[config.mk]
export PLATFORM = sky130hd
export DESIGN_NAME = afferent_synapse
export DESIGN_NICKNAME = d
export VERILOG_FILES = /design/src/rtl/mn_pool_pkg.sv /design/src/rtl/afferent_synapse.sv
export VERILOG_INCLUDE_DIRS = /design/src /design/src/rtl
export SDC_FILE = /design/constraint.sdc
export NUM_CORES = 1
export LEC_CHECK = 0
export ABC_AREA = 1
export BUFFER_PORTS_ARGS = -buffer_cell sky130_fd_sc_hd__buf_2
export CAP_MARGIN = 20
export CORE_UTILIZATION = 45
export CTS_BUF_LIST = sky130_fd_sc_hd__clkbuf_4 sky130_fd_sc_hd__clkbuf_8 sky130_fd_sc_hd__clkbuf_16
export CTS_CLUSTER_SIZE = 24
export DETAILED_ROUTE_END_ITERATION = 10
export PLACE_DENSITY = 0.66
export SLEW_MARGIN = 30
export SYNTH_ARGS = -nofsm -noshare
export SYNTH_HDL_FRONTEND = slang
export SYNTH_SLANG_ARGS = --single-unit
export TNS_END_PERCENT = 10
[constraint.sdc]
create_clock -name ep50trig -period 12.19 [get_ports ep50trig]
set_input_delay 0.6095 -clock ep50trig [delete_from_list [all_inputs] [get_ports ep50trig]]
set_output_delay 0.6095 -clock ep50trig [all_outputs]
set_load 0.01 [all_outputs]
[src/rtl/mn_pool_defs.svh]
`ifndef MN_POOL_DEFS_SVH
`define MN_POOL_DEFS_SVH

// datapath widths
`define MN_WORD_W    32
`define MN_COUNT_W   16
`define MN_ADDR_W    2

// pool size and fixed scaling
`define MN_NUM_MN                7
`define MN_NEURON_TICKS_PER_SIM  128  // neuron ticks per 1 ms sim step
`define MN_TH_SHIFT              10   // threshold scaled by 1024
`define MN_SIZE_SHIFT            3    // size weights are in eighths

// register map, one word per register
`define MN_ADDR_THRESHOLD    2'd0
`define MN_ADDR_SYN_GAIN     2'd1
`define MN_ADDR_SYN_OFFSET   2'd2
`define MN_ADDR_TICK_PERIOD  2'd3

// reset defaults
`define MN_DEF_THRESHOLD     32'd30
`define MN_DEF_SYN_GAIN      32'd100
`define MN_DEF_SYN_OFFSET    32'd0
`define MN_DEF_TICK_PERIOD   32'd381  // close to real time with a ~48.8 MHz clock

`endif

[src/rtl/mn_pool_pkg.sv]
`include "mn_pool_defs.svh"

package mn_pool_pkg;

    typedef logic [`MN_WORD_W-1:0]  word_t;        // parameter word, synaptic current
    typedef logic [`MN_COUNT_W-1:0] count_t;       // spikes per window
    typedef logic [`MN_WORD_W-1:0]  total_t;       // muap weighted pool total
    typedef logic [`MN_ADDR_W-1:0]  param_addr_t;  // register select

    // tick generator
    typedef enum logic {
        TICK_IDLE,  // single cycle after reset
        TICK_RUN    // period counter running
    } tick_state_e;

    // size principle input scaling, index 0 is the smallest unit
    // small units see the largest share of the current and recruit first
    localparam logic [7:0] size_weight_table [`MN_NUM_MN] = '{
        8'd75,
        8'd49,
        8'd30,
        8'd17,
        8'd13,
        8'd10,
        8'd8
    };

    // muap amplitude per unit, grows with unit size
    localparam logic [7:0] muap_weight_table [`MN_NUM_MN] = '{
        8'd1,
        8'd3,
        8'd6,
        8'd15,
        8'd22,
        8'd34,
        8'd49
    };

endpackage

[src/rtl/afferent_synapse.sv]
`timescale 1ns/1ps
`include "mn_pool_defs.svh"

module afferent_synapse
    import mn_pool_pkg::*;
(
    input  logic   ep50trig,
    input  logic   reset_global,
    input  logic   i_spike_in,      // afferent spike train, clock synchronous
    input  logic   i_sim_tick,      // window boundary
    input  word_t  i_syn_gain,
    input  word_t  i_syn_offset,
    output word_t  o_current,       // held for the whole next window
    output count_t o_input_count    // edges of the last closed window
);

    logic   spike_d;       // previous input sample
    logic   spike_edge;
    count_t edge_cnt;      // edges so far in this window
    count_t window_cnt;    // closing count incl. this cycle's edge
    word_t  above_offset;  // count minus offset, floored

    assign spike_edge = i_spike_in & ~spike_d;
    assign window_cnt = edge_cnt + count_t'(spike_edge);

    // no negative current, counts under the offset give zero
    assign above_offset = (word_t'(window_cnt) > i_syn_offset)
                        ? word_t'(window_cnt) - i_syn_offset
                        : '0;

    always_ff @(posedge ep50trig or posedge reset_global) begin
        if (reset_global) begin
            spike_d       <= 1'b0;
            edge_cnt      <= '0;
            o_current     <= '0;
            o_input_count <= '0;
        end else begin
            spike_d <= i_spike_in;
            if (i_sim_tick) begin
                o_input_count <= window_cnt;
                o_current     <= above_offset * i_syn_gain;  // wraps at 32 bits
                edge_cnt      <= '0;                         // new window
            end else begin
                edge_cnt <= window_cnt;
            end
        end
    end

endmodule

==> flow_summary.yaml <==
setup_path:
  cp-start-kind: "flop"
  worst-r2r-setup-slack_ns: 1.18
  critPathKind: "reg2reg"
  crit_arrival_ns: 11.29
  critPathBufInv: 13
  cpMostUsedCell: "inv_1"
  crit_slowest_cell: "nor2_1"
  slowest_delay_ns: 0.61
  cp.required_ns: 12.47
  cp_max_fo: 24
  crit_family: "adder cells"
  cp-end-kind: "flop"
cts:
  clk_latency_ns: 0.39
  clockBufferDepth: 2
  clkSinkCount: 65
  cts_tree: "built"
  cts_hold_buffers: 0
  post-cts-setup-buffers: 0
  cts_root_buf: "clkbuf_16"
  cts_made_buffers: 9
  ctsResizeCount: 0
  cts.reportedPaths.clkPinSlew_ns: 0.06
  htreeDepth: 3
detailed_routing:
  route.detailed.drc: 0
  drtIter0Drc: 973
  vias: 15500
  wl_mm: 56.9
  avgRoutedWirePerCell_um: 18.5
  antenna_left: 0
  viasPerCell: 5.03
  dr.pass1.iters: 5
timing:
  final.setup.tns_ns: 0
  final_max_slew_viol_count: 0
  hold_viol: 0
  post-route-worst-setup-slack_ns: 1.18
  clock_skew_ns: 0.00847
  slew_headroom_pct: 48.0
  rsz0062_at_grt: "false"
  fin_crit_sh_pct: 90.3
  fmax_mhz: 90.8
  min_period_ns: 11.01
  tightestPinTransition_ns: 0.776
  finalSetupViolCount: 0
power:
  ir_drop_v: 0.0000953
  p_int_uw: 720
  switching_share_pct: 48.3
  pwr-share-clk_pct: 20.5
  p_per_area_mw_per_mm2: 66.8
  seq_power_share_pct: 17.9
  p_switching_uw: 672
  p_leak_nw: 11.6
  combPwrFrac_pct: 61.6
final_layout:
  final_cell_mix: "inv_1 (594), nand2_1 (434), fa_1 (409)"
  finalInstanceArea_sq_mm: 0.0208
  layout_commonest_cell: "inv_1"
  nets: 3153
  drive_gt1_share_pct: 7.95
  area_growth_pct: 8.93
synth:
  yosysUniqueCellTypes: 51
  ys_warn_count: 0
  synth_area_sq_mm: 0.0191
  synth_seq_area_share_pct: 8.50
  ys_ff_latch: 65
  netlist_instances: 2383
  syn_avg_cell_area_sq_um: 8.03
run:
  maxCapViolCount: 0
floorplanning:
  fp.dieW_um: 208
  initial_core_util_pct: 45.6
  ioPinCount: 116
  die_h_um: 208
  num_rows: 75
  dieArea_sq_mm: 0.0433
  core_area_sq_mm: 0.0419
global_route:
  antenna_found_initial: 1
  grt_usage_pct: 28.1
  grt_remaining_overflow: 0
  grt_max_degree: 66
  grt_pass1_vias: 16700
  grt_pass1_wl_mm: 91.8
placement:
  place_congestion: 0.931
  place_area_sq_mm: 0.0205
  pre_cts_slack_ns: 0.793
  io_buffer_count: 115
  place_hpwl_mm: 48.6
status:
  status: "finished clean"
worst_hold_path:
  min_path_type: "in2reg"
## metrics by stage
step                      instances  hold slack (ns)  power, mW  utilization (%)
after floorplan                2445            0.509      0.833                -
after global placement         3063            0.459       1.09             48.9
after detailed placement       3063            0.462       1.10             48.9
after CTS                      3079            0.325       1.40             49.7
after global routing           3080            0.343       1.53             49.7
final                          3080            0.343       1.39             49.7
## power by group through the flow
| stage | sequential (mW) | clock (mW) | combinational [mW] |
|---|---|---|---|
| after floorplan | 0.263 | 0 | 0.570 |
| after global placement | 0.252 | 0 | 0.833 |
| after detailed placement | 0.253 | 0 | 0.850 |
| after CTS | 0.249 | 0.293 | 0.854 |
| after global routing | 0.252 | 0.298 | 0.979 |
| final | 0.249 | 0.286 | 0.858 |
## synth_stat cells (all sizes together)
cell / n / area, sq um
nand4: 15 / 93.8
nor3: 11 / 60.1
clkbuf: 42 / 158
dfrtp: 65 / 1630
a21boi: 1 / 7.51
a211oi: 1 / 7.51
buf: 15 / 96.4
inv: 603 / 2260
o22ai: 1 / 6.26
o221ai: 3 / 26.3
nor4: 3 / 18.8
a21o: 2 / 15.0
fa: 409 / 8190
conb: 2 / 7.51
nor2: 361 / 1440
nand3: 65 / 345
o21bai: 4 / 33.8
nand3b: 7 / 65.1
a31oi: 7 / 43.8
o2111ai: 1 / 8.76
a21oi: 40 / 226
o31ai: 3 / 22.5
a2111oi: 1 / 8.76
and2: 2 / 12.5
or2: 4 / 25.0
nand2: 447 / 1730
o21a: 1 / 7.51
ha: 141 / 1760
xnor2: 19 / 166
clkinv: 18 / 68.8
o21ai: 52 / 260
xor2: 37 / 324
## cells by family after synthesis
group                    after synthesis  synth area share (%)
AND/OR/NAND/NOR                      915                  19.8
buffers and inverters                678                  13.5
adder cells (fa/ha/maj)              550                  52.0
AO/OA/AOI/OAI                        117                  3.53
flip-flops                            65                  8.50
XOR/XNOR                              56                  2.56
other                                  2                0.0393
## final cells by class
class | count | area, sq um
clock buffers | 11 | 253
inverters | 621 | 2330
well taps | 539 | 674
fillers | 4094 | 21100
repair buffers | 136 | 737
clock inverters | 5 | 62.6
multi-input cells | 1702 | 15100
diodes | 1 | 2.50
flip-flops and latches | 65 | 1630
## registers in the layout (all words and copies together) (netlist names)
| register | cells |
|---|---|
| spike_d | 1 |
| o_current | 32 |
| edge_cnt | 16 |
| o_input_count | 16 |
## worst paths after layout
check                         startpoint                end  cells past startpoint
hold reg to reg            o_current[16]      o_current[16]                      2
max in group asynchronous   reset_global  o_input_count[11]                      3
hold / removal                i_spike_in            spike_d                      1
setup reg to reg                 spike_d      o_current[31]                     50
setup / recovery                 spike_d      o_current[31]                     50
min in group asynchronous   reset_global      o_current[12]                      3
## routing by layer
layer | wire length, um | vias to the layer above | track usage, %
li1 | - | 7157 | -
met1 | 24200 | 7769 | 36.6
met2 | 27100 | 457 | 47.1
met3 | 3310 | 97 | 4.18
met4 | 2300 | 0 | 11.2
met5 | 0 | - | 0
(Power assumes the default switching activity.)
