**src/rtl/mn_pool_defs.svh**
```systemverilog
`ifndef MN_POOL_DEFS_SVH
`define MN_POOL_DEFS_SVH

// datapath widths
`define MN_WORD_W    32
`define MN_COUNT_W   16
`define MN_ADDR_W    2

// pool size and fixed scaling
`define MN_NUM_MN                7
`define MN_NEURON_TICKS_PER_SIM  128  // neuron ticks per 1 ms sim step
`define MN_TH_SHIFT              10   // threshold scaled by 1024
`define MN_SIZE_SHIFT            3    // size weights are in eighths

// register map, one word per register
`define MN_ADDR_THRESHOLD    2'd0
`define MN_ADDR_SYN_GAIN     2'd1
`define MN_ADDR_SYN_OFFSET   2'd2
`define MN_ADDR_TICK_PERIOD  2'd3

// reset defaults
`define MN_DEF_THRESHOLD     32'd30
`define MN_DEF_SYN_GAIN      32'd100
`define MN_DEF_SYN_OFFSET    32'd0
`define MN_DEF_TICK_PERIOD   32'd381  // close to real time with a ~48.8 MHz clock

`endif

```
**src/rtl/mn_pool_pkg.sv**
```systemverilog
`include "mn_pool_defs.svh"

package mn_pool_pkg;

    typedef logic [`MN_WORD_W-1:0]  word_t;        // parameter word, synaptic current
    typedef logic [`MN_COUNT_W-1:0] count_t;       // spikes per window
    typedef logic [`MN_WORD_W-1:0]  total_t;       // muap weighted pool total
    typedef logic [`MN_ADDR_W-1:0]  param_addr_t;  // register select

    // tick generator
    typedef enum logic {
        TICK_IDLE,  // single cycle after reset
        TICK_RUN    // period counter running
    } tick_state_e;

    // size principle input scaling, index 0 is the smallest unit
    // small units see the largest share of the current and recruit first
    localparam logic [7:0] size_weight_table [`MN_NUM_MN] = '{
        8'd75,
        8'd49,
        8'd30,
        8'd17,
        8'd13,
        8'd10,
        8'd8
    };

    // muap amplitude per unit, grows with unit size
    localparam logic [7:0] muap_weight_table [`MN_NUM_MN] = '{
        8'd1,
        8'd3,
        8'd6,
        8'd15,
        8'd22,
        8'd34,
        8'd49
    };

endpackage

```
**src/rtl/motoneuron_pool.sv**
```systemverilog
`timescale 1ns/1ps
`include "mn_pool_defs.svh"

module motoneuron_pool
    import mn_pool_pkg::*;
(
    input  logic                  ep50trig,
    input  logic                  reset_global,
    input  logic                  i_neuron_tick,   // integration step
    input  logic                  i_sim_tick,      // window boundary
    input  word_t                 i_current,       // shared synaptic current
    input  word_t                 i_threshold,     // unscaled, common to all units
    output logic [`MN_NUM_MN-1:0] o_mn_spikes,     // per unit spike pulse
    output total_t                o_total_spikes,  // muap weighted window total
    output logic                  o_window_valid   // one cycle per window
);

    // headroom for current*75 and threshold<<10
    localparam int ACC_W = 48;

    logic [ACC_W-1:0]      acc         [`MN_NUM_MN];  // membrane state
    logic [ACC_W-1:0]      acc_sum     [`MN_NUM_MN];  // state plus this step's input
    logic [ACC_W-1:0]      th_scaled;
    logic [`MN_NUM_MN-1:0] fire;
    count_t                spk_cnt     [`MN_NUM_MN];  // running, this window
    count_t                cnt_window  [`MN_NUM_MN];  // incl. spike on this tick
    count_t                cnt_latched [`MN_NUM_MN];  // last closed window
    logic                  sim_tick_d;                // counts latched last cycle
    total_t                weighted_sum;

    always_comb begin
        th_scaled    = ACC_W'(i_threshold) << `MN_TH_SHIFT;
        weighted_sum = '0;
        for (int i = 0; i < `MN_NUM_MN; i++) begin
            // size principle, current * weight / 8
            acc_sum[i] = acc[i]
                       + ((ACC_W'(i_current) * ACC_W'(size_weight_table[i])) >> `MN_SIZE_SHIFT);
            fire[i]       = i_neuron_tick && (acc_sum[i] >= th_scaled);
            cnt_window[i] = spk_cnt[i] + count_t'(fire[i]);
            weighted_sum  = weighted_sum
                          + total_t'(cnt_latched[i]) * total_t'(muap_weight_table[i]);
        end
    end

    always_ff @(posedge ep50trig or posedge reset_global) begin
        if (reset_global) begin
            for (int i = 0; i < `MN_NUM_MN; i++) begin
                acc[i]         <= '0;
                spk_cnt[i]     <= '0;
                cnt_latched[i] <= '0;
            end
            o_mn_spikes    <= '0;
            sim_tick_d     <= 1'b0;
            o_total_spikes <= '0;
            o_window_valid <= 1'b0;
        end else begin
            o_mn_spikes    <= fire;
            sim_tick_d     <= i_sim_tick;
            o_window_valid <= sim_tick_d;   // total lands with the pulse
            if (sim_tick_d) begin
                o_total_spikes <= weighted_sum;
            end
            for (int i = 0; i < `MN_NUM_MN; i++) begin
                if (i_neuron_tick) begin
                    // at most one spike per step, excess carries over
                    acc[i] <= fire[i] ? acc_sum[i] - th_scaled : acc_sum[i];
                end
                if (i_sim_tick) begin
                    cnt_latched[i] <= cnt_window[i];
                    spk_cnt[i]     <= '0;
                end else begin
                    spk_cnt[i] <= cnt_window[i];
                end
            end
        end
    end

    // windows are >=128 cycles apart, a longer pulse means a tick glitch upstream
    a_valid_single: assert property (
        @(posedge ep50trig) disable iff (reset_global)
        o_window_valid |=> !o_window_valid
    ) else $error("window valid held longer than one cycle");

endmodule

```
**config.mk**
```make
export PLATFORM = sky130hd
export DESIGN_NAME = motoneuron_pool
export DESIGN_NICKNAME = d
export VERILOG_FILES = /design/src/rtl/mn_pool_pkg.sv /design/src/rtl/motoneuron_pool.sv
export VERILOG_INCLUDE_DIRS = /design/src /design/src/rtl
export SDC_FILE = /design/constraint.sdc
export NUM_CORES = 2
export LEC_CHECK = 0
export ABC_AREA = 1
export BUFFER_PORTS_ARGS = -buffer_cell sky130_fd_sc_hd__buf_4
export CAP_MARGIN = 5
export CORE_MARGIN = 8
export CORE_UTILIZATION = 55
export CTS_BUF_LIST = sky130_fd_sc_hd__clkbuf_16
export CTS_CLUSTER_DIAMETER = 30
export DETAILED_ROUTE_END_ITERATION = 8
export GPL_TIMING_DRIVEN = 0
export PLACE_DENSITY = 0.71
export SETUP_SLACK_MARGIN = 0.1
export SLEW_MARGIN = 20
export SYNTH_ARGS = -nofsm -noshare
export SYNTH_HDL_FRONTEND = slang
export SYNTH_SLANG_ARGS = --single-unit
```
**constraint.sdc**
```tcl
create_clock -name ep50trig -period 31.8 [get_ports ep50trig]
set_input_delay 1.59 -clock ep50trig [delete_from_list [all_inputs] [get_ports ep50trig]]
set_output_delay 1.59 -clock ep50trig [all_outputs]
set_load 0.1 [all_outputs]
```
==> out/results.txt <==
Layout net count: 14,257
Fmax: 76.5 MHz
# setup viols final: 0
Synth area leaders: dfrtp_1 (18%), ha_1 (15%), nand2_1 (14%)
Routability cong.: 1.08
Grt ovf: 0
Yosys top cell by area: dfrtp_1
Pre-Repair DR Iteration Count: 6
Crit-path max cell delay: 0.69 ns
Worst R2R Setup Slack: 23.37 ns
Post-synthesis adder-cell area fraction: 23.9%
Area grow syn2layout: 12.4%
Post-Synth Simple-Gate Area: 28.6%
Logic depth of the worst register-to-register path: 39
Number of flops mapped to enable cells by yosys: 0
Worst EP arrival: 13.83 ns
Synth top area share: 17.6%
Commonest cells in the netlist: nand2_1 (3,188), inv_1 (2,009), nor2_1 (1,256)
Clock skew: 0.0862 ns
Worst Path Required: 32.56 ns
Clock sinks: 593
Max-slew violations: 0
Slew @ Worst Pin: 1.29 ns
Post-Synth XOR/XNOR Area: 8.12%
Antenna-violating nets left: 0
Routed WL: 342,000 µm
Crit end category: register
GRT Overall Usage: 39.5%
Vias in the first global route: 83,706
Share of cells above drive strength 1: 6.20%
Status: finished, final reports clean
Placed Cells: 14,662
CTS tree: built
IO Count: 108
Initial DRC count: 9,357
Synth Instances: 12,494
Mux cell area share after synthesis: 0%
Initial Util: 55.5%
H-Tree Level Count: 4
Routed len/inst: 22.8 µm
Initial antenna violation count: 36
Largest net degree at the start of global routing: 93
Register area share after synthesis: 17.6%
Synthesized area: 84,300 µm²
Critical path launch point: i_current[13]
DRC Markers: 0
Final Worst Setup Slack: 18.73 ns
Final period util: 41.1%
Port buffer count: 98
Die area: 166,000 µm²
Routed via count: 87,747
CTS resizes: 0
Finished Core Util: 62.4%
Primary FF master, synth: dfrtp_1
CP max FO: 10
Count leader, synth: nand2_1
Synth warn: 0
Post-layout minimum cycle time: 13.07 ns
Critical setup path kind: input port to register
Mean Syn Cell Area: 6.75 µm²
Final Hold Fails: 0
Layout Cells excl Fill: 15,024
Place WS: 18.41 ns
Worst Min Path Start: o_total_spikes[22]$_DFFE_PP0P_
Main combinational cell family by area after synthesis: simple AND/OR/NAND/NOR gates
TritonCTS Buffers: 176
First-pass GRT wire length: 505,000 µm
Compound-Gate Fraction of Synth Area: 11.8%
Slowest-stage cell, CP: xor2_1
R2R Path Start: acc[240]$_DFFE_PP0P_
Synth async-reset ratio: 100%
#FFs+latches synth: 593
Most used cell, CP: nand2_1
Hold_buf cts: 0
Rows: 143
Root buf cell: clkbuf_16
Core outline area: 152,000 µm²
Clk buf depth: 3
Worst reg2reg path endpoint: cnt_latched[92]$_DFFE_PP0P_
DP HPWL: 278,000 µm
Hold Path End: o_total_spikes[22]$_DFFE_PP0P_
HP Class: register to register
Synth cell types: 60
RSZ-0062 raised after global routing: false
Die height: 408 µm
Crit path launch type: input port
Hold Path Depth: 2
Die W: 408 µm
Post CTS Setup Buffer Count: 0
DR vias/cell: 5.84
Total Neg Setup Slack: 0 ns
Clock transition at path regs: 0.05 ns
Worst-skew pair later-pin latency: 0.87 ns
Max-Cap Viols: 0
Max-slew headroom: 14.1%
[cells by family after synthesis]
logic type               Yosys count
other                              1
AO/OA/AOI/OAI                   1809
AND/OR/NAND/NOR                 5739
adder cells (fa/ha/maj)         1379
XOR/XNOR                         782
flip-flops                       593
buffers and inverters           2191
[through the flow]
stage                     hold WS (ns)  area, µm²
after global placement           0.457      87600
after detailed placement         0.467      88500
after global routing             0.506      94800
after CTS                        0.481      94700
final                            0.477      94800
after floorplan                  0.446      84400
[critical path, delay by kind of cell]
kind                     cells  cell delay (ns)
AO/OA/AOI/OAI                9             2.21
adder cells (fa/ha/maj)      9             3.28
buffers and inverters       10             1.39
XOR/XNOR                     3             1.01
AND/OR/NAND/NOR             27             4.27
[worst max-delay path by stage]
stage	endpoint	slack (ns)	cells past startpoint
after global placement	acc[87]$_DFFE_PP0P_	6.24	2
after global routing	cnt_latched[108]$_DFFE_PP0P_	18.32	54
after floorplan	acc[0]$_DFFE_PP0P_	13.61	1
final	cnt_latched[108]$_DFFE_PP0P_	18.73	58
after CTS	cnt_latched[108]$_DFFE_PP0P_	19.26	58
after detailed placement	cnt_latched[108]$_DFFE_PP0P_	18.41	58
[flip-flops by register name, summed over array words and instances, names as in the netlist]
| name | cells |
|---|---|
| cnt_latched | 112 |
| sim_tick_d | 1 |
| spk_cnt | 112 |
| o_mn_spikes | 7 |
| o_window_valid | 1 |
| acc | 336 |
| o_total_spikes | 24 |
[placed cells by master, fill, tap and decap left out, types with 45 or more instances in the layout]
master        n
buf_4       115
nand3_1     616
xor2_1      519
clkbuf_1     81
nand2_1    3188
nand3b_1     60
nor2_1     1256
or2_2       161
nor3_1      112
o21bai_1     86
a21oi_1     839
inv_1      1993
o21a_1       45
nand4_1     220
clkbuf_16   176
xnor2_1     263
a21o_1       66
fa_1        382
o21ai_0     548
a31oi_1      94
ha_1        997
dfrtp_1     593
[layout make-up]
type	instances	area [µm²]
inverter	2025	7610
clock buffer	176	4400
sequential	593	14800
fill	13908	57200
antenna	39	97.6
clock inverter	147	1830
timing repair buffer	131	1550
buffer	166	847
tap	2030	2540
multi-input combinational	9717	61100
[routing by layer]
layer | vias to the layer above | share of wire [%] | global-route usage, % | routed length (µm)
met2 | 4604 | 42 | 59.4 | 144000
met3 | 1024 | 11 | 10.2 | 36100
met1 | 41284 | 40 | 50.4 | 137000
met4 | 22 | 7.3 | 25.0 | 24900
li1 | 40813 | - | - | -
met5 | - | 0.039 | 0 | 132
Power is not shown: default switching activity piles up to over one toggle a cycle in this logic, so the estimate is an artifact.
