<file path="src/rtl/mn_pool_defs.svh">
`ifndef MN_POOL_DEFS_SVH
`define MN_POOL_DEFS_SVH

// datapath widths
`define MN_WORD_W    32
`define MN_COUNT_W   16
`define MN_ADDR_W    2

// pool size and fixed scaling
`define MN_NUM_MN                7
`define MN_NEURON_TICKS_PER_SIM  128  // neuron ticks per 1 ms sim step
`define MN_TH_SHIFT              10   // threshold scaled by 1024
`define MN_SIZE_SHIFT            3    // size weights are in eighths

// register map, one word per register
`define MN_ADDR_THRESHOLD    2'd0
`define MN_ADDR_SYN_GAIN     2'd1
`define MN_ADDR_SYN_OFFSET   2'd2
`define MN_ADDR_TICK_PERIOD  2'd3

// reset defaults
`define MN_DEF_THRESHOLD     32'd30
`define MN_DEF_SYN_GAIN      32'd100
`define MN_DEF_SYN_OFFSET    32'd0
`define MN_DEF_TICK_PERIOD   32'd381  // close to real time with a ~48.8 MHz clock

`endif

</file>
<file path="src/rtl/mn_pool_pkg.sv">
`include "mn_pool_defs.svh"

package mn_pool_pkg;

    typedef logic [`MN_WORD_W-1:0]  word_t;        // parameter word, synaptic current
    typedef logic [`MN_COUNT_W-1:0] count_t;       // spikes per window
    typedef logic [`MN_WORD_W-1:0]  total_t;       // muap weighted pool total
    typedef logic [`MN_ADDR_W-1:0]  param_addr_t;  // register select

    // tick generator
    typedef enum logic {
        TICK_IDLE,  // single cycle after reset
        TICK_RUN    // period counter running
    } tick_state_e;

    // size principle input scaling, index 0 is the smallest unit
    // small units see the largest share of the current and recruit first
    localparam logic [7:0] size_weight_table [`MN_NUM_MN] = '{
        8'd75,
        8'd49,
        8'd30,
        8'd17,
        8'd13,
        8'd10,
        8'd8
    };

    // muap amplitude per unit, grows with unit size
    localparam logic [7:0] muap_weight_table [`MN_NUM_MN] = '{
        8'd1,
        8'd3,
        8'd6,
        8'd15,
        8'd22,
        8'd34,
        8'd49
    };

endpackage

</file>
<file path="src/rtl/trigger_param_bank.sv">
`timescale 1ns/1ps
`include "mn_pool_defs.svh"

module trigger_param_bank
    import mn_pool_pkg::*;
(
    input  logic        ep50trig,       // system clock
    input  logic        reset_global,   // async, active high
    input  logic        i_load,         // load strobe, one register per edge
    input  param_addr_t i_load_addr,    // which register
    input  word_t       i_load_data,    // value to store
    output word_t       o_threshold,    // unscaled threshold
    output word_t       o_syn_gain,
    output word_t       o_syn_offset,
    output word_t       o_tick_period   // clocks per neuron tick
);

    // each register comes up at its own default
    always_ff @(posedge ep50trig or posedge reset_global) begin
        if (reset_global) begin
            o_threshold   <= `MN_DEF_THRESHOLD;
            o_syn_gain    <= `MN_DEF_SYN_GAIN;
            o_syn_offset  <= `MN_DEF_SYN_OFFSET;
            o_tick_period <= `MN_DEF_TICK_PERIOD;
        end else if (i_load) begin
            case (i_load_addr)
                `MN_ADDR_THRESHOLD: begin
                    o_threshold <= i_load_data;   // pool applies the x1024
                end
                `MN_ADDR_SYN_GAIN: begin
                    o_syn_gain <= i_load_data;
                end
                `MN_ADDR_SYN_OFFSET: begin
                    o_syn_offset <= i_load_data;  // in input edges per window
                end
                `MN_ADDR_TICK_PERIOD: begin
                    o_tick_period <= i_load_data; // takes effect at next compare
                end
            endcase
        end
    end

    // a strobe with an X address would drop the load without a trace
    a_load_addr_known: assert property (
        @(posedge ep50trig) disable iff (reset_global)
        i_load |-> !$isunknown(i_load_addr)
    ) else $error("param bank load with unknown address");

endmodule

</file>
<file path="config.mk">
export PLATFORM = sky130hd
export DESIGN_NAME = trigger_param_bank
export DESIGN_NICKNAME = d
export VERILOG_FILES = /design/src/rtl/mn_pool_pkg.sv /design/src/rtl/trigger_param_bank.sv
export VERILOG_INCLUDE_DIRS = /design/src /design/src/rtl
export SDC_FILE = /design/constraint.sdc
export NUM_CORES = 1
export LEC_CHECK = 0
export ABC_AREA = 0
export CORE_MARGIN = 5
export CORE_UTILIZATION = 30
export DETAILED_ROUTE_END_ITERATION = 6
export DONT_BUFFER_PORTS = 1
export GPL_TIMING_DRIVEN = 0
export PLACE_DENSITY_LB_ADDON = 0.1
export SYNTH_ARGS = -nofsm -noshare
export SYNTH_HDL_FRONTEND = slang
export SYNTH_SLANG_ARGS = --single-unit
export TNS_END_PERCENT = 20
</file>
<file path="constraint.sdc">
create_clock -name ep50trig -period 12 [get_ports ep50trig]
set_input_delay 1.2 -clock ep50trig [delete_from_list [all_inputs] [get_ports ep50trig]]
set_output_delay 1.2 -clock ep50trig [all_outputs]
set_load 0.03 [all_outputs]
</file>
==> results of run 1 <==
-- cells by family (layout without fill, tap and decap cells) --
logic type | after synthesis | after routing | share of synthesized area, %
simple gates | 4 | 4 | 0.682
flops | 128 | 128 | 67.6
mux | 128 | 128 | 30.2
buf+inv | 13 | 46 | 1.50
-- worst paths after layout --
check,to,slack (ns),cells after the start
min reg2reg,o_threshold[2],0.69,1
min in group asynchronous,o_syn_offset[5],0.72,1
min,o_threshold[2],0.69,1
max,o_tick_period[3],9.75,0
max reg2reg,o_syn_offset[28],11.06,1
max in group asynchronous,o_syn_offset[15],10.55,2
-- metal layers --
layer	wire length [µm]	global-route usage, %
met5	0	0
met1	4330	14.7
met3	1320	7.03
met2	5650	20.1
met4	209	5.54
-- sequential cells by signal (all words and copies together), names as in the netlist --
signal         cells
o_syn_gain        32
o_syn_offset      32
o_threshold       32
o_tick_period     32
-- power groups by stage --
stage                     combinational, W  clock, W  sequential (W)
after CTS                         0.000102  0.000563        0.000756
after global placement           0.0000964         0        0.000763
final                            0.0000990  0.000548        0.000752
after global routing              0.000111  0.000582        0.000762
after floorplan                  0.0000871         0        0.000733
after detailed placement          0.000102         0        0.000763
-- cells in the mapped netlist (all sizes together) --
| cell | instances | share of area [%] |
|---|---|---|
| nand3 | 1 | 0.10 |
| buf | 12 | 1.4 |
| nand3b | 2 | 0.31 |
| nor3b | 1 | 0.26 |
| inv | 1 | 0.079 |
| mux2 | 128 | 30 |
| dfrtp | 114 | 60 |
| dfstp | 14 | 7.7 |
-- per-stage QoR --
stage	hold WS [ns]	worst slack [ns]	total power (W)	instance area (µm²)
after floorplan	0.677	7.41	0.000820	4770
after global placement	0.688	5.93	0.000859	5040
after detailed placement	0.690	9.52	0.000865	5070
after CTS	0.698	9.73	0.00142	5710
after global routing	0.700	9.71	0.00146	5710
final	0.694	9.75	0.00140	5710
-- area by class of cell --
type | count | area share, %
plain buffers | 12 | 1.18
well taps | 216 | 4.74
multi-input cells | 132 | 25.8
flip-flops and latches | 128 | 56.4
repair buffers | 1 | 0.482
clock inverters | 8 | 2.19
clock buffers | 24 | 8.97
inverters | 1 | 0.154
==> flow_metrics.env, run 1 <==
export IMPL_hold_start="o_threshold[2]"
export IMPL_p_comb_share_pct=7.1
export IMPL_p_per_area_nw_per_um2=245
export IMPL_dp_hpwl_um=7890
export IMPL_tns_ns=0
export IMPL_power_leakage_nw=2.40
export IMPL_worstSetupPathType="reg2out"
export IMPL_grt_pass1_wl_um=17400
export IMPL_cts_resized=0
export IMPL_power_switching_w=0.000455
export IMPL_seqPwrFrac_pct=53.7
export IMPL_via_count=2409
export IMPL_final_cells=522
export IMPL_final_common_cell="mux2_2"
export IMPL_fin_util_pct=36.3
export IMPL_clock_sinks=128
export IMPL_dieHeight_um=136
export IMPL_nets=330
export IMPL_synth_distinct_cells=10
export IMPL_worstPathRequired_ns=10.80
export IMPL_n_antenna_cell=0
export IMPL_finalSetupViolCount=0
export IMPL_post_cts_setup_buffer_count=0
export IMPL_drtAntennaViolNets=0
export IMPL_port_buffers=0
export IMPL_drc_errors=0
export IMPL_final_hold_viol_count=0
export IMPL_row_count=46
export IMPL_track_usage_pct=12.9
export IMPL_start_util_pct=30.3
export IMPL_netSwitchingFraction_pct=32.5
export IMPL_syn_area_per_cell_um2=17.5
export IMPL_crit_fanout=2
export IMPL_synth_area_um2=4770
export IMPL_core_area_um2=15700
export IMPL_worstReg2RegStart="o_syn_offset[28]"
export IMPL_antenna_found_initial=0
export IMPL_p_int_w=0.000944
export IMPL_viasPerCell=4.61
export IMPL_end_kind="output port"
export IMPL_clkPwrFrac_pct=39.2
export IMPL_clk_latency_ns=0.41
export IMPL_grt_setup_unrepaired="false"
export IMPL_grt_max_degree=70
export IMPL_clock_root_buffer="clkbuf_16"
export IMPL_drt_pass1_iterations=4
export IMPL_htree_levels=4
export IMPL_status="finished, final reports clean"
export IMPL_place_congestion=0.656
export IMPL_tightest_slew_ns=0.569
export IMPL_yosys_warnings=0
export IMPL_fin_crit_ns=2.25
export IMPL_slew_violations=0
export IMPL_netlist_instances=273
export IMPL_drive_above_1_share_pct=60.8
export IMPL_critPathLaunchType="flop"
export IMPL_grt_pass1_vias=2653
export IMPL_slew_limit_headroom_pct=62.1
export IMPL_drt_initial_drc_count=52
export IMPL_synth_seq_cells=128
export IMPL_fmax_mhz=445
export IMPL_io_pins=165
export IMPL_drv_cap=0
export IMPL_die_area_um2=18500
export IMPL_multiInputGateArea_um2=1470
export IMPL_post_route_period_util_pct=18.7
export IMPL_ys_seq_area_share_pct=67.6
export IMPL_cts_buffers=17
export IMPL_hp_class="reg2reg"
export IMPL_worstPathArrival_ns=1.05
export IMPL_wirelength_um=11500
export IMPL_vdd_ir_drop_max_mv=0.0870
export IMPL_drt_wirelength_per_cell_um=22.0
export IMPL_clkTransAtPathRegs_ns=0.06
export IMPL_dp_cells=490
export IMPL_startpoint="o_tick_period[3]"
export IMPL_die_w_um=136
export IMPL_ff_latch_area_um2=3220
export IMPL_cts_tree="built"
export IMPL_final_cell_mix="126 x mux2_2, 114 x dfrtp_1, 17 x clkbuf_16"
export IMPL_synth_nets=310
export IMPL_syn2layout_area_growth_pct=19.7
export IMPL_ctsHoldBuffers=0
export IMPL_overflow=0
export IMPL_clockBufferDepth=2
export IMPL_skew_ns=0
export IMPL_fillers=1522
No activity file was read; power rests on OpenSTA's default activity.
==> inputs of run 2 (changes only) <==
Settings changed: ABC_AREA 0 to 1.
Clock period 12 ns to 2.1 ns, I/O delays scaled along.
==> flow_metrics.env, run 2 <==
export IMPL_status="finished, final reports clean"
export IMPL_clock_sinks=128
export IMPL_synth_common_cells="257 x nand2_1, 114 x dfrtp_1, 96 x nand4_1"
export IMPL_yosys_warnings=0
export IMPL_synth_top_cell_by_area="dfrtp_1"
export IMPL_wirelength_um=17900
export IMPL_ys_seq_area_share_pct=61.8
export IMPL_io_pins=165
export IMPL_viasPerCell=4.99
export IMPL_grt_max_degree=42
export IMPL_worstPathArrival_ns=1.84
export IMPL_skew_ns=0
export IMPL_dp_hpwl_um=13100
export IMPL_synth_most_common_cell="nand2_1"
export IMPL_vdd_ir_drop_max_mv=0.586
export IMPL_overflow=0
export IMPL_port_buffers=0
export IMPL_slew_violations=0
export IMPL_drt_wirelength_per_cell_um=20.7
export IMPL_core_area_um2=17200
export IMPL_dieHeight_um=142
export IMPL_clk_latency_ns=0.41
export IMPL_clkTransAtPathRegs_ns=0.06
export IMPL_fillers=1784
export IMPL_final_common_cell="nand2_1"
export IMPL_power_leakage_nw=3.28
export IMPL_fmax_mhz=655
export IMPL_grt_pass1_vias=4452
export IMPL_drtAntennaViolNets=0
export IMPL_n_antenna_cell=0
export IMPL_die_w_um=142
export IMPL_synth_edff_count=0
export IMPL_synth_main_ff_cell="dfrtp_1"
export IMPL_synth_nets=607
export IMPL_stdcell_area_um2=6530
export IMPL_clockBufferDepth=2
export IMPL_place_congestion=0.777
export IMPL_p_per_area_nw_per_um2=1210
export IMPL_critPathLaunchType="input port"
export IMPL_muxShareOfSynthArea_pct=0
export IMPL_die_area_um2=20100
export IMPL_slew_limit_headroom_pct=58.9
export IMPL_drc_errors=0
export IMPL_grt_pass1_wl_um=27200
export IMPL_via_count=4313
export IMPL_syn2layout_area_growth_pct=25.3
export IMPL_row_count=48
export IMPL_synth_seq_cells=128
export IMPL_netlist_top_cells_area="dfrtp_1 55%, nand2_1 19%, nand4_1 12%"
export IMPL_synth_xor_area_share_pct=0
export IMPL_antenna_found_initial=0
export IMPL_synthSimpleGateAreaFrac_pct=33.5
export IMPL_hp_class="in2reg"
export IMPL_synth_top_family_by_area="simple AND/OR/NAND/NOR gates"
export IMPL_async_flop_share_pct=100
export IMPL_grt_setup_unrepaired="false"
export IMPL_start_util_pct=30.3
export IMPL_synth_compound_area_share_pct=0
export IMPL_drt_initial_drc_count=213
export IMPL_final_cell_mix="257 x nand2_1, 114 x dfrtp_1, 96 x nand4_1"
export IMPL_worstSetupPathType="in2reg"
export IMPL_netlist_instances=570
export IMPL_worstPathRequired_ns=2.41
export IMPL_crit_fanout=10
export IMPL_cts_buffers=17
export IMPL_power_w=0.00791
export IMPL_synth_distinct_cells=11
export IMPL_placed_area_um2=5560
export IMPL_end_kind="flop"
export IMPL_synthAdderAreaFrac_pct=0
export IMPL_nets=663
export IMPL_drv_cap=0
export IMPL_syn_area_per_cell_um2=9.14
export IMPL_fin_crit_ns=1.53
export IMPL_tightest_slew_ns=0.616
export IMPL_htree_levels=4
export IMPL_synth_top_area_share_pct=54.8
export IMPL_finalSetupViolCount=0
export IMPL_track_usage_pct=18.1
export IMPL_drive_above_1_share_pct=13.5
export IMPL_post_route_period_util_pct=72.7
export IMPL_clock_root_buffer="clkbuf_16"
export IMPL_drt_pass1_iterations=4
export IMPL_synth_area_um2=5210
export IMPL_cts_tree="built"
export IMPL_final_hold_viol_count=0
-- run 2: critical path: stages --
cell and delay [ns]:
dlygate4sd3_1 0.56, nor2_2 0.28, nand2_1 0.25, clkbuf_1 0.33, nand2_1 0.14, nand2_1 0.06
-- run 2: stage by stage --
stage	TNS, ns	setup slack [ns]	utilization (%)	cells	hold slack, ns
after floorplan	0	0.320	-	570	0.307
after global placement	-43.86	-0.394	32.0	795	0.312
after detailed placement	0	0.638	32.3	798	0.186
after CTS	0	0.521	38.0	864	0.000792
after global routing	0	0.456	38.0	864	0.0299
final	0	0.574	38.0	864	0.0115
-- run 2: kinds of logic after synthesis --
logic type | count (synthesis)
flops | 128
simple gates | 389
buf+inv | 53
-- run 2: area by class of cell --
type / instances / area, µm² / share of cell area, %
flip-flops and latches: 128 / 3220 / 49.3
multi-input cells: 389 / 1750 / 26.8
clock buffers: 17 / 425 / 6.52
repair buffers: 37 / 400 / 6.13
well taps: 225 / 282 / 4.31
plain buffers: 50 / 231 / 3.55
clock inverters: 15 / 206 / 3.16
inverters: 3 / 15.0 / 0.230
-- run 2: path summary, 6_finish.rpt --
| path | slack (ns) | end | depth (start not counted) | from |
|---|---|---|---|---|
| setup / recovery | 0.57 | o_threshold[11] | 6 | i_load_addr[0] |
| hold / removal | 0.01 | o_threshold[31] | 3 | i_load_addr[1] |
| setup reg to reg | 1.23 | o_tick_period[8] | 2 | o_tick_period[8] |
| hold reg to reg | 0.55 | o_threshold[2] | 2 | o_threshold[2] |
| max in group asynchronous | 0.87 | o_tick_period[8] | 4 | reset_global |
| min in group asynchronous | 0.35 | o_tick_period[25] | 2 | reset_global |
-- run 2: power breakdown --
group	internal, W	total, W	switching [W]
Clock	0.00200	0.00317	0.00117
Combinational	0.000253	0.000709	0.000456
Sequential	0.00289	0.00403	0.00114
-- run 2: what timing repair did --
| action | 4_1_cts | 5_1_grt |
|---|---|---|
| hold endpoints to repair | 151 | 0 |
| buffers inserted | 0 | 0 |
| resized for setup | 0 | 0 |
| hold buffers | 34 | 0 |
-- run 2: metal layers --
layer | routed length, µm | GRT usage [%]
met1 | 7530 | 23.3
met2 | 8350 | 27.9
met3 | 1720 | 6.67
met4 | 318 | 6.57
met5 | 0 | 0
