--- src/rtl/mn_pool_defs.svh ---
`ifndef MN_POOL_DEFS_SVH
`define MN_POOL_DEFS_SVH

// datapath widths
`define MN_WORD_W    32
`define MN_COUNT_W   16
`define MN_ADDR_W    2

// pool size and fixed scaling
`define MN_NUM_MN                7
`define MN_NEURON_TICKS_PER_SIM  128  // neuron ticks per 1 ms sim step
`define MN_TH_SHIFT              10   // threshold scaled by 1024
`define MN_SIZE_SHIFT            3    // size weights are in eighths

// register map, one word per register
`define MN_ADDR_THRESHOLD    2'd0
`define MN_ADDR_SYN_GAIN     2'd1
`define MN_ADDR_SYN_OFFSET   2'd2
`define MN_ADDR_TICK_PERIOD  2'd3

// reset defaults
`define MN_DEF_THRESHOLD     32'd30
`define MN_DEF_SYN_GAIN      32'd100
`define MN_DEF_SYN_OFFSET    32'd0
`define MN_DEF_TICK_PERIOD   32'd381  // close to real time with a ~48.8 MHz clock

`endif

--- src/rtl/mn_pool_pkg.sv ---
`include "mn_pool_defs.svh"

package mn_pool_pkg;

    typedef logic [`MN_WORD_W-1:0]  word_t;        // parameter word, synaptic current
    typedef logic [`MN_COUNT_W-1:0] count_t;       // spikes per window
    typedef logic [`MN_WORD_W-1:0]  total_t;       // muap weighted pool total
    typedef logic [`MN_ADDR_W-1:0]  param_addr_t;  // register select

    // tick generator
    typedef enum logic {
        TICK_IDLE,  // single cycle after reset
        TICK_RUN    // period counter running
    } tick_state_e;

    // size principle input scaling, index 0 is the smallest unit
    // small units see the largest share of the current and recruit first
    localparam logic [7:0] size_weight_table [`MN_NUM_MN] = '{
        8'd75,
        8'd49,
        8'd30,
        8'd17,
        8'd13,
        8'd10,
        8'd8
    };

    // muap amplitude per unit, grows with unit size
    localparam logic [7:0] muap_weight_table [`MN_NUM_MN] = '{
        8'd1,
        8'd3,
        8'd6,
        8'd15,
        8'd22,
        8'd34,
        8'd49
    };

endpackage

--- src/rtl/sim_tick_gen.sv ---
`timescale 1ns/1ps
`include "mn_pool_defs.svh"

module sim_tick_gen
    import mn_pool_pkg::*;
(
    input  logic  ep50trig,
    input  logic  reset_global,
    input  word_t i_tick_period,   // clocks per neuron tick
    output logic  o_neuron_tick,   // one cycle pulse
    output logic  o_sim_tick       // every 128th neuron tick, same cycle
);

    tick_state_e state;
    word_t       period_cnt;      // clocks since last neuron tick
    logic [6:0]  ntick_cnt;       // neuron ticks in current window
    word_t       period_eff;
    logic        tick_due;

    assign period_eff = (i_tick_period == '0) ? word_t'(1) : i_tick_period; // 0 acts as 1
    // >= so a shorter period loaded mid count fires right away
    assign tick_due   = (state == TICK_RUN) && (period_cnt >= period_eff - word_t'(1));

    always_ff @(posedge ep50trig or posedge reset_global) begin
        if (reset_global) begin
            state         <= TICK_IDLE;
            period_cnt    <= '0;
            ntick_cnt     <= '0;
            o_neuron_tick <= 1'b0;
            o_sim_tick    <= 1'b0;
        end else begin
            o_neuron_tick <= tick_due;
            o_sim_tick    <= tick_due && (ntick_cnt == 7'(`MN_NEURON_TICKS_PER_SIM - 1));
            case (state)
                TICK_IDLE: state <= TICK_RUN;   // one dead cycle after reset
                TICK_RUN: begin
                    if (tick_due) begin
                        period_cnt <= '0;
                        ntick_cnt  <= ntick_cnt + 7'd1;  // wraps after 128
                    end else begin
                        period_cnt <= period_cnt + word_t'(1);
                    end
                end
            endcase
        end
    end

    // an unknown period would stall the compare and every tick after it
    a_period_known: assert property (
        @(posedge ep50trig) disable iff (reset_global)
        !$isunknown(i_tick_period)
    ) else $error("tick period unknown");

endmodule

--- config.mk ---
export PLATFORM = sky130hd
export DESIGN_NAME = sim_tick_gen
export DESIGN_NICKNAME = d
export VERILOG_FILES = /design/src/rtl/mn_pool_pkg.sv /design/src/rtl/sim_tick_gen.sv
export VERILOG_INCLUDE_DIRS = /design/src /design/src/rtl
export SDC_FILE = /design/constraint.sdc
export NUM_CORES = 1
export LEC_CHECK = 0
export BUFFER_PORTS_ARGS = -buffer_cell sky130_fd_sc_hd__buf_4
export CORE_MARGIN = 2
export CORE_UTILIZATION = 40
export DETAILED_ROUTE_END_ITERATION = 6
export PLACE_DENSITY = 0.66
export RECOVER_POWER = 50
export SETUP_SLACK_MARGIN = 0.1
export SYNTH_ARGS = -nofsm -noshare
export SYNTH_HDL_FRONTEND = slang
export SYNTH_SLANG_ARGS = --single-unit
--- constraint.sdc ---
create_clock -name ep50trig -period 5.7 [get_ports ep50trig]
set_clock_uncertainty 0.1 [all_clocks]
set_input_delay 0.57 -clock ep50trig [delete_from_list [all_inputs] [get_ports ep50trig]]
set_output_delay 0.57 -clock ep50trig [all_outputs]
set_load 0.005 [all_outputs]
==> results of run 1 <==
==> cells in the mapped netlist, types with 2 or more instances <==
library cell and number:
nand4_1 12, nand3b_1 3, nand2_1 35, inv_1 10, nor3b_1 2, o211ai_1 4
nor2_1 28, nor4b_1 2, o31ai_1 4, a22o_1 3, and2b_1 2, ha_1 35
or4_1 3, clkbuf_1 10, nand3_1 17, and4_1 4, xor2_1 28, or4_4 2
xnor2_1 32, and3_1 7, mux2_2 2, nor3_1 19, o21ai_0 10, nor4_1 8
dfrtp_1 42, nand2b_1 3, a21oi_1 39, a31oi_1 3
==> per-layer routing <==
layer	vias to the layer above	wire length, um
met3	6	290
met4	0	65
met5	-	0
met2	54	3540
li1	1443	-
met1	1342	3920
==> flip-flops by register name (all words and copies together), names as in the netlist <==
register and flops:
state 1, o_neuron_tick 1, ntick_cnt 7, o_sim_tick 1, period_cnt 32
==> layout make-up <==
class	instances	area (sq um)
Timing Repair Buffer	40	297
Sequential cell	42	1050
Clock inverter	3	21.3
Inverter	10	37.5
Tap cell	105	131
Clock buffer	5	68.8
Multi-Input combinational cell	319	2210
Fill cell	762	4320
==> stage by stage <==
stage,instances,util,area [sq um],power [uW],setup WS (ps)
after global placement,516,0.458,3720,879,199
after global routing,524,0.469,3820,1180,101
after floorplan,382,-,3330,764,919
after detailed placement,516,0.458,3720,890,78.1
after CTS,524,0.469,3810,1090,374
final,524,0.469,3820,1090,494
==> cell families (layout without fill, tap and decap cells) <==
kind of cell               count (synthesis)  count (layout)  share of synthesized area
AOI/OAI and AO/OA                         67              67                      0.116
xor gates and xnor gates                  60              60                      0.158
adders and majority gates                 35              35                      0.131
buffers and inverters                     21              58                     0.0237
DFF                                       42              42                      0.315
muxes                                      3               3                    0.00976
other                                      1               1                    0.00113
and+or+nand+nor                          153             153                      0.245
==> path summary, 6_finish.rpt <==
| kind | from | endpoint | slack, ps | cells past startpoint |
|---|---|---|---|---|
| setup / recovery | i_tick_period[9] | ntick_cnt[1]$_DFFE_PP0P_ | 490 | 18 |
| hold / removal | ntick_cnt[6]$_DFFE_PP0P_ | ntick_cnt[6]$_DFFE_PP0P_ | 380 | 1 |
| setup reg to reg | period_cnt[13]$_DFFE_PP0P_ | ntick_cnt[1]$_DFFE_PP0P_ | 2670 | 8 |
| hold reg to reg | ntick_cnt[6]$_DFFE_PP0P_ | ntick_cnt[6]$_DFFE_PP0P_ | 380 | 1 |
| max in group asynchronous | reset_global | period_cnt[31]$_DFFE_PP0P_ | 3220 | 3 |
| min in group asynchronous | reset_global | period_cnt[14]$_DFFE_PP0P_ | 1000 | 3 |
==> what timing repair did <==
| item | in CTS | in global routing |
|---|---|---|
| setup endpoints to repair | 0 | 29 |
| endpoints found under the hold margin | 0 | 0 |
| resized for setup | 0 | 2 |
==> power by group through the flow <==
stage	logic (uW)	registers [uW]	clock network [uW]
after floorplan	289	475	0
after global placement	375	503	0
after detailed placement	385	505	0
after CTS	388	500	206
after global routing	449	517	218
final	388	501	197
==> reports/results.ini, run 1 <==
[drt]
drt-initial-drc-count=220
remaining_drc_errors=0
ant_nets=0
dr.pass1.iters=4
wl_um=7820
num_vias=2845
viasPerCell=5.43
wire_per_inst_um=14.9

[floorplan]
start_util=0.410
dieArea_sq_um=9080
die_h_um=95.3
coreArea_sq_um=8130
die_w_um=95.3
num_rows=33
io_pins=36

[logic_synthesis]
synth_cells=382
syn-cell-area_sq_um=3330
netlist_top_cells_area=dfrtp_1, ha_1, xnor2_1
syn_avg_cell_area_sq_um=8.72
ys_seq_elements=42
yosysTopAreaCellShare=0.315
yosysTopAreaCell=dfrtp_1
synthArstFlopShare=1.00
syn-num-nets=451
yosysUniqueCellTypes=41
yosysSeqAreaShare=0.315
yosysWarnings=0
synthFlopType=dfrtp_1
synth-edff-count=0

[critical_path]
crit_path_max_fanout=13
arrival_ps=5300
critPathCaptureType=flip-flop
crit_family=simple AND/OR/NAND/NOR gates
crit_chain=buf_4 -> or4_4 -> nor4b_1 -> nand3_1 -> nor2_1 -> nor2_1 -> ha_1 -> nand4_1 -> nor3_1 -> xnor2_1 -> ha_1 -> nand2_1 -> o21ai_0 -> a2111oi_0 -> a31oi_1 -> buf_4 -> o21ai_0 -> mux2_2
required_ps=5790
slowest_stage=a2111oi_0
crit_buf_inv=2
critPathMaxStageDelay_ps=570
startpoint_type=primary input
crit_type=primary input to flip-flop

[sta]
hold_viol_final=0
fmax_mhz=192
finalMaxSlewViolations=43
final.setup.tns_ps=0
tightestPinTransition_ps=2250
min_period_over_period=0.913
whs_ps=384
setup_violations=0
layout_min_cycle_time_ps=5210
rsz0062_at_grt=no
max_slew_margin=-0.497

[clock_tree]
cts_hold_buf=0
cts_tree=done
post_cts_buffers=0
clkLatencyLatePin_ps=300
clkSinkCount=42
cts_buffers=5
clk_pin_slew_ps=90
h-tree-depth=2
clk_path_buf_depth=2
cts_root_buf=clkbuf_8

[outcome]
violations=capacitance limit, slew limit
status=complete, but fails checks

[cells_and_area]
syn2layout_area_growth_pct=14.6
num-nets-final=487
layout_commonest_cell=dfrtp_1
drive_above_1_share=0.136
n_antenna_cell=0
final_cell_mix=dfrtp_1, a21oi_1, buf_4

[global_routing]
grt.overflow.total=0
grt_pass1_vias=2685
grt_use_met2=0.289
grt-busiest-layer=met2
grt_max_degree=43
use_met1=0.252
antenna_found_initial=0
grt_use_total=0.178
grt_first_pass_wirelength_um=12700
grt_use_met3=0.0213

[placement]
port_buffers=35
hpwlAfterDp_um=5950
gp_congestion=0.916

[pwr]
combPwrFrac=0.357
p_int_uw=654
p_seq_frac=0.461
powerDensity_nw_per_um2=285
vdd_ir_drop_max_v=0.000109
leakage_uw=0.00162
pwr-share-clk=0.182
swShare=0.399
switchingPower_uw=433

[flow_run]
cap_violations=1

[min_path]
hold_class=flip-flop to flip-flop

No activity file was read; power rests on OpenSTA's default activity.
==> run 2: changes to the inputs <==
--- a/config.mk
+++ b/config.mk
@@ -9,6 +9,7 @@
 export BUFFER_PORTS_ARGS = -buffer_cell sky130_fd_sc_hd__buf_4
 export CORE_MARGIN = 2
 export CORE_UTILIZATION = 40
+export CTS_BUF_LIST = sky130_fd_sc_hd__clkbuf_16
 export DETAILED_ROUTE_END_ITERATION = 6
 export PLACE_DENSITY = 0.66
 export RECOVER_POWER = 50
==> run 2 against run 1 <==
The run still ends with capacitance limit, slew limit left. Flip-flop and latch count did not move. Cell area rose by 1.5%. Final cell count unchanged. Power increased by 8.2%. Count of clock-buffer cells in the layout stayed put. First-iteration DRC count fell by 30%. Utilization rose by 0.71 points. Clock power grew 43%. Sequential power is essentially flat. Critical endpoint unchanged.
==> reports/results.ini, run 2 (synthesized netlist as in run 1, its figures left out) <==
[outcome]
status=complete, but fails checks
violations=capacitance limit, slew limit

[drt]
wl_um=7890  ; +0.93%
viasPerCell=5.51  ; +1.5%
drt-initial-drc-count=154  ; -30%
dr.pass1.iters=4  ; unchanged
num_vias=2887  ; +1.5%
remaining_drc_errors=0  ; unchanged
wire_per_inst_um=15.1  ; +0.93%
ant_nets=0  ; unchanged

[pwr]
pwr-share-clk=0.240  ; +0.058
vdd_ir_drop_max_v=0.000130  ; +18%
p_int_uw=732  ; +12%
powerDensity_nw_per_um2=303  ; +6.6%
swShare=0.378  ; -0.0208
combPwrFrac=0.332  ; -0.025
leakage_uw=0.00164  ; +1.6%
switchingPower_uw=444  ; +2.5%
p_seq_frac=0.428  ; -0.033

[placement]
gp_congestion=0.916  ; unchanged
port_buffers=35  ; unchanged
hpwlAfterDp_um=5950  ; unchanged

[clock_tree]
cts_hold_buf=0  ; unchanged
clk_path_buf_depth=2  ; unchanged
cts_root_buf=clkbuf_16
clkLatencyLatePin_ps=280  ; -20 ps
cts_buffers=5  ; unchanged
post_cts_buffers=0  ; unchanged
clk_pin_slew_ps=60  ; -30 ps
cts_tree=done
clkSinkCount=42  ; unchanged
cts-resized-gates=0  ; unchanged
h-tree-depth=2  ; unchanged

[critical_path]
startpoint_type=primary input
slowest_stage=or4_4
required_ps=5770  ; -20 ps
critPathMaxStageDelay_ps=560  ; about the same
crit_path_max_fanout=13  ; unchanged
arrival_ps=5220  ; -80 ps
crit_type=primary input to flip-flop
crit_chain=buf_4 -> or4_4 -> nor4b_1 -> nand3_1 -> nor2_1 -> nor2_1 -> ha_1 -> nand4_1 -> nor3_1 -> xnor2_1 -> ha_1 -> nand2_1 -> o21ai_0 -> a2111oi_1 -> a31oi_1 -> buf_4 -> o21ai_0 -> mux2_2
critPathCaptureType=flip-flop

[cells_and_area]
drive_above_1_share=0.136  ; unchanged
reg_top3=period_cnt (32), ntick_cnt (7)
num-nets-final=487  ; unchanged
multi_input_area_sq_um=2210  ; about the same
final_cell_mix=dfrtp_1, a21oi_1, buf_4
largest_register_ffs=32  ; unchanged
layout_commonest_cell=dfrtp_1
layout.area.seq_sq_um=1050  ; unchanged
largest-register=period_cnt
fill_cells=755  ; -0.92%
n_antenna_cell=0  ; unchanged
syn2layout_area_growth_pct=16.3

[floorplan]
io_pins=36  ; unchanged
coreArea_sq_um=8130  ; unchanged
die_w_um=95.3  ; unchanged
dieArea_sq_um=9080  ; unchanged
die_h_um=95.3  ; unchanged
start_util=0.410  ; unchanged
num_rows=33  ; unchanged

[sta]
tightestPinTransition_ps=2230  ; -12.9 ps
min_period_over_period=0.904  ; -0.00960
fmax_mhz=194  ; +1.1%
whs_ps=381  ; -2.98 ps
layout_min_cycle_time_ps=5150  ; -54.7 ps
hold_viol_final=0  ; unchanged
final.setup.tns_ps=0  ; unchanged
finalMaxSlewViolations=43  ; unchanged
max_slew_margin=-0.489  ; +0.00862
setup_violations=0  ; unchanged
rsz0062_at_grt=no

[global_routing]
grt.overflow.total=0  ; unchanged
antenna_found_initial=0  ; unchanged
grt_use_total=0.178  ; -0.000334
grt_pass1_vias=2688  ; +0.11%
grt_first_pass_wirelength_um=12700  ; -0.22%
grt_max_degree=43  ; unchanged

[min_path]
hold_class=flip-flop to flip-flop

[flow_run]
cap_violations=1  ; unchanged

## run 2: worst max-delay path: cells and delay by family
family                   cells  cell delay [ps]
buffers and inverters        2              330
adder cells (fa/ha/maj)      2              500
AO/OA/AOI/OAI                4             1250
multiplexers                 1              390
XOR/XNOR                     1              170
AND/OR/NAND/NOR              8             2000
## run 2: path summary, 6_finish.rpt
kind | from | end | slack [ps] | cells after the start
max in group asynchronous | reset_global | period_cnt[26]$_DFFE_PP0P_ | 3210 | 3
min in group asynchronous | reset_global | period_cnt[14]$_DFFE_PP0P_ | 1010 | 3
worst min register to register | ntick_cnt[6]$_DFFE_PP0P_ | ntick_cnt[6]$_DFFE_PP0P_ | 380 | 1
worst max-delay path | i_tick_period[9] | ntick_cnt[1]$_DFFE_PP0P_ | 550 | 18
worst min-delay path | ntick_cnt[6]$_DFFE_PP0P_ | ntick_cnt[6]$_DFFE_PP0P_ | 380 | 1
worst max register to register | period_cnt[13]$_DFFE_PP0P_ | ntick_cnt[1]$_DFFE_PP0P_ | 2760 | 8
## run 2: area by class of cell
cell class | instances | area share
clock buffers | 5 | 0.0323
clock inverters | 3 | 0.00549
inverters | 10 | 0.00969
repair buffers | 40 | 0.0765
multi-input cells | 319 | 0.571
flip-flops and latches | 42 | 0.271
well taps | 105 | 0.0339
## run 2: layer usage
| metal | track usage | part of all wire | up-vias |
|---|---|---|---|
| met5 | 0 | 0 | - |
| met3 | 0.0237 | 0.041 | 8 |
| met2 | 0.290 | 0.45 | 70 |
| met4 | 0.0435 | 0.011 | 0 |
| li1 | - | - | 1447 |
| met1 | 0.250 | 0.49 | 1362 |
## run 2: power by group through the flow
stage | Clock (uW) | Sequential [uW] | Combinational (uW)
global placement | 0 | 503 | 375
detailed placement | 0 | 505 | 385
finish | 282 | 503 | 391
global route | 301 | 518 | 450
CTS | 292 | 500 | 388
floorplan | 0 | 475 | 289
## run 2: stage by stage
step                total power, uW  area [sq um]  utilization  instances  setup slack [ps]
floorplan                       764          3330            -        382               919
global route                   1270          3870        0.476        524               157
finish                         1180          3870        0.476        524               548
detailed placement              890          3720        0.458        516              78.1
CTS                            1180          3870        0.476        524               352
global placement                879          3720        0.458        516               199
==> run 3: changes to the inputs <==
--- a/config.mk
+++ b/config.mk
@@ -6,12 +6,14 @@
 export SDC_FILE = /design/constraint.sdc
 export NUM_CORES = 1
 export LEC_CHECK = 0
-export BUFFER_PORTS_ARGS = -buffer_cell sky130_fd_sc_hd__buf_4
+export ABC_CLOCK_PERIOD_IN_PS = 5700
 export CORE_MARGIN = 2
 export CORE_UTILIZATION = 40
 export CTS_BUF_LIST = sky130_fd_sc_hd__clkbuf_16
+export CTS_CLUSTER_SIZE = 20
 export DETAILED_ROUTE_END_ITERATION = 6
-export PLACE_DENSITY = 0.66
+export DONT_BUFFER_PORTS = 1
+export PLACE_DENSITY = 0.62
 export RECOVER_POWER = 50
 export SETUP_SLACK_MARGIN = 0.1
 export SYNTH_ARGS = -nofsm -noshare
==> run 3 against run 2 <==
The flow still finishes with violations (capacitance limit, slew limit). Combinational power down 8.4%. Setup slack better by 65 ps. Critical path type unchanged. First-iteration DRC count down 19%. Largest cell class unchanged. Highest routed layer unchanged.
==> reports/results.ini, run 3 (synthesized netlist as in run 1, its figures left out) <==
[clock_tree]
clk_path_buf_depth=2  ; unchanged
cts_root_buf=clkbuf_16
h-tree-depth=2  ; unchanged
clk_pin_slew_ps=60  ; about the same
clkSinkCount=42  ; unchanged
cts_buffers=5  ; unchanged
post_cts_buffers=0  ; unchanged
cts_tree=done
clkLatencyLatePin_ps=280  ; about the same

[critical_path]
arrival_ps=5160  ; -60 ps
slowest_stage=or4_4
startpoint_type=primary input
critPathCaptureType=flip-flop
worstReg2RegEnd=ntick_cnt[1]$_DFFE_PP0P_
crit_type=primary input to flip-flop
r2r-start=period_cnt[13]$_DFFE_PP0P_
crit_chain=or4_4 -> nor4b_1 -> nand3_1 -> nor2_1 -> nor2_1 -> ha_1 -> nand4_1 -> nor3_1 -> xnor2_1 -> ha_1 -> nand2_1 -> o21ai_0 -> a2111oi_0 -> a31oi_1 -> buf_4 -> o21ai_0 -> mux2_2
rrSetupSlack_ps=2670  ; -90 ps
crit_path_start=i_tick_period[9]
r2r_cells=8  ; unchanged
critPathMaxStageDelay_ps=540  ; -20 ps
crit_path_max_fanout=13  ; unchanged
required_ps=5770  ; about the same
crit_end=ntick_cnt[1]$_DFFE_PP0P_

[sta]
final.setup.tns_ps=0  ; unchanged
min_period_over_period=0.892  ; -0.0114
layout_min_cycle_time_ps=5090  ; -65.1 ps
finalMaxSlewViolations=43  ; unchanged
rsz0062_at_grt=no
fmax_mhz=197  ; +1.3%
tightestPinTransition_ps=2350  ; +114 ps
hold_viol_final=0  ; unchanged
setup_violations=0  ; unchanged
max_slew_margin=-0.565  ; -0.0762

[drt]
ant_nets=0  ; unchanged
wl_um=7990  ; +1.2%
wirelength_met1_um=3700  ; -5.1%
dr.pass1.iters=4  ; unchanged
dr_wl_met3_um=553  ; +70%
wl_met2_um=3620  ; +1.2%
num_vias=2742  ; -5.0%
drt-initial-drc-count=125  ; -19%
maxUsedRoutingLayer=met4
remaining_drc_errors=0  ; unchanged
viasPerCell=5.61  ; +1.8%
wire_per_inst_um=16.3  ; +8.5%

[placement]
placedCellCount=481  ; -6.8%
gp_congestion=0.837  ; -8.6%
port_buffers=0  ; -100%
hpwlAfterDp_um=6070  ; +2.0%

[floorplan]
dieArea_sq_um=9080  ; unchanged
die_h_um=95.3  ; unchanged
start_util=0.410  ; unchanged
die_w_um=95.3  ; unchanged
coreArea_sq_um=8130  ; unchanged
num_rows=33  ; unchanged
io_pins=36  ; unchanged

[cells_and_area]
final_cell_mix=dfrtp_1, a21oi_1, nand2_1, ha_1, xnor2_1
drive_above_1_share=0.0547  ; -0.0814
largest_register_ffs=32  ; unchanged
final_core_util=0.446  ; -0.0303
n_antenna_cell=0  ; unchanged
syn2layout_area_growth_pct=8.90
largest-register=period_cnt
instances_no_fill=489  ; -6.7%
reg_top3=period_cnt (32), ntick_cnt (7)
num-nets-final=452  ; -7.2%
fill_cells=799  ; +5.8%
layout_commonest_cell=dfrtp_1

[global_routing]
grt_use_total=0.187  ; +0.00869
grt_pass1_vias=2652  ; -1.3%
grt.overflow.total=0  ; unchanged
grt_first_pass_wirelength_um=13100  ; +3.4%
antenna_found_initial=0  ; unchanged
grt_max_degree=43  ; unchanged

[pwr]
powerDensity_nw_per_um2=327  ; +7.9%
vdd_ir_drop_max_v=0.000145  ; +12%
leakage_uw=0.00149  ; -9.6%

[min_path]
hold_class=flip-flop to flip-flop

[flow_run]
cap_violations=1  ; unchanged

[outcome]
violations=capacitance limit, slew limit
status=complete, but fails checks

run 3: cell count changes in the layout (fill, tap and decap cells not counted):
cell	change
clkbuf_4	-1
a2111oi_1	-1
buf_4	-34
or2_4	-1
bufinv_16	+1
a2111oi_0	+1
clkinv_4	-1
inv_1	+1
clkinv_2	-1
or2_2	+1
run 3: worst min path at each step:
stage / startpoint / end / slack (ps) / cells past startpoint
6_report: ntick_cnt[6]$_DFFE_PP0P_ / ntick_cnt[6]$_DFFE_PP0P_ / 370 / 1
2_1_floorplan: ntick_cnt[5]$_DFFE_PP0P_ / ntick_cnt[5]$_DFFE_PP0P_ / 350 / 1
4_1_cts: reset_global / period_cnt[16]$_DFFE_PP0P_ / 230 / 2
5_1_grt: ntick_cnt[6]$_DFFE_PP0P_ / ntick_cnt[6]$_DFFE_PP0P_ / 410 / 1
3_5_place_dp: ntick_cnt[6]$_DFFE_PP0P_ / ntick_cnt[6]$_DFFE_PP0P_ / 370 / 1
3_3_place_gp: ntick_cnt[6]$_DFFE_PP0P_ / ntick_cnt[6]$_DFFE_PP0P_ / 360 / 1
run 3: per-stage QoR:
stage          worst slack (ps)  power, uW  instance area, sq um  hold slack, ps
2_1_floorplan               919        764                  3330             346
3_3_place_gp                401        851                  3460             365
3_5_place_dp                304        865                  3460             368
4_1_cts                     582       1200                  3630             231
5_1_grt                     232       1280                  3630             406
6_report                    614       1190                  3630             375
run 3: timing repair:
action | CTS | global route
hold buffers | 0 | 0
setup endpoints to repair | 0 | 1
resized for setup | 0 | 1
run 3: area by class of cell:
| type | instances | area [sq um] | share of cell area |
|---|---|---|---|
| Clock buffer | 5 | 125 | 0.0345 |
| Tap cell | 105 | 131 | 0.0362 |
| Multi-Input combinational cell | 319 | 2210 | 0.609 |
| Inverter | 10 | 37.5 | 0.0103 |
| Sequential cell | 42 | 1050 | 0.290 |
| Timing Repair Buffer | 5 | 33.8 | 0.00931 |
| Clock inverter | 3 | 41.3 | 0.0114 |
run 3: metal layers:
layer | GRT usage | vias up
met5 | 0 | -
met4 | 0.0507 | 0
met3 | 0.0514 | 9
met2 | 0.293 | 59
met1 | 0.252 | 1290
li1 | - | 1384
run 3: critical path: cells and delay by family:
family | cells | cell delay (ps)
AOI/OAI and AO/OA | 4 | 1330
xor gates and xnor gates | 1 | 140
adders and majority gates | 2 | 530
muxes | 1 | 410
and+or+nand+nor | 8 | 1950
buffers and inverters | 1 | 200
run 3: where the power goes:
group,internal (uW),total (uW),switching (uW)
sequential,387,505,118
combinational,165,358,193
clock,205,326,120
total,757,1190,431
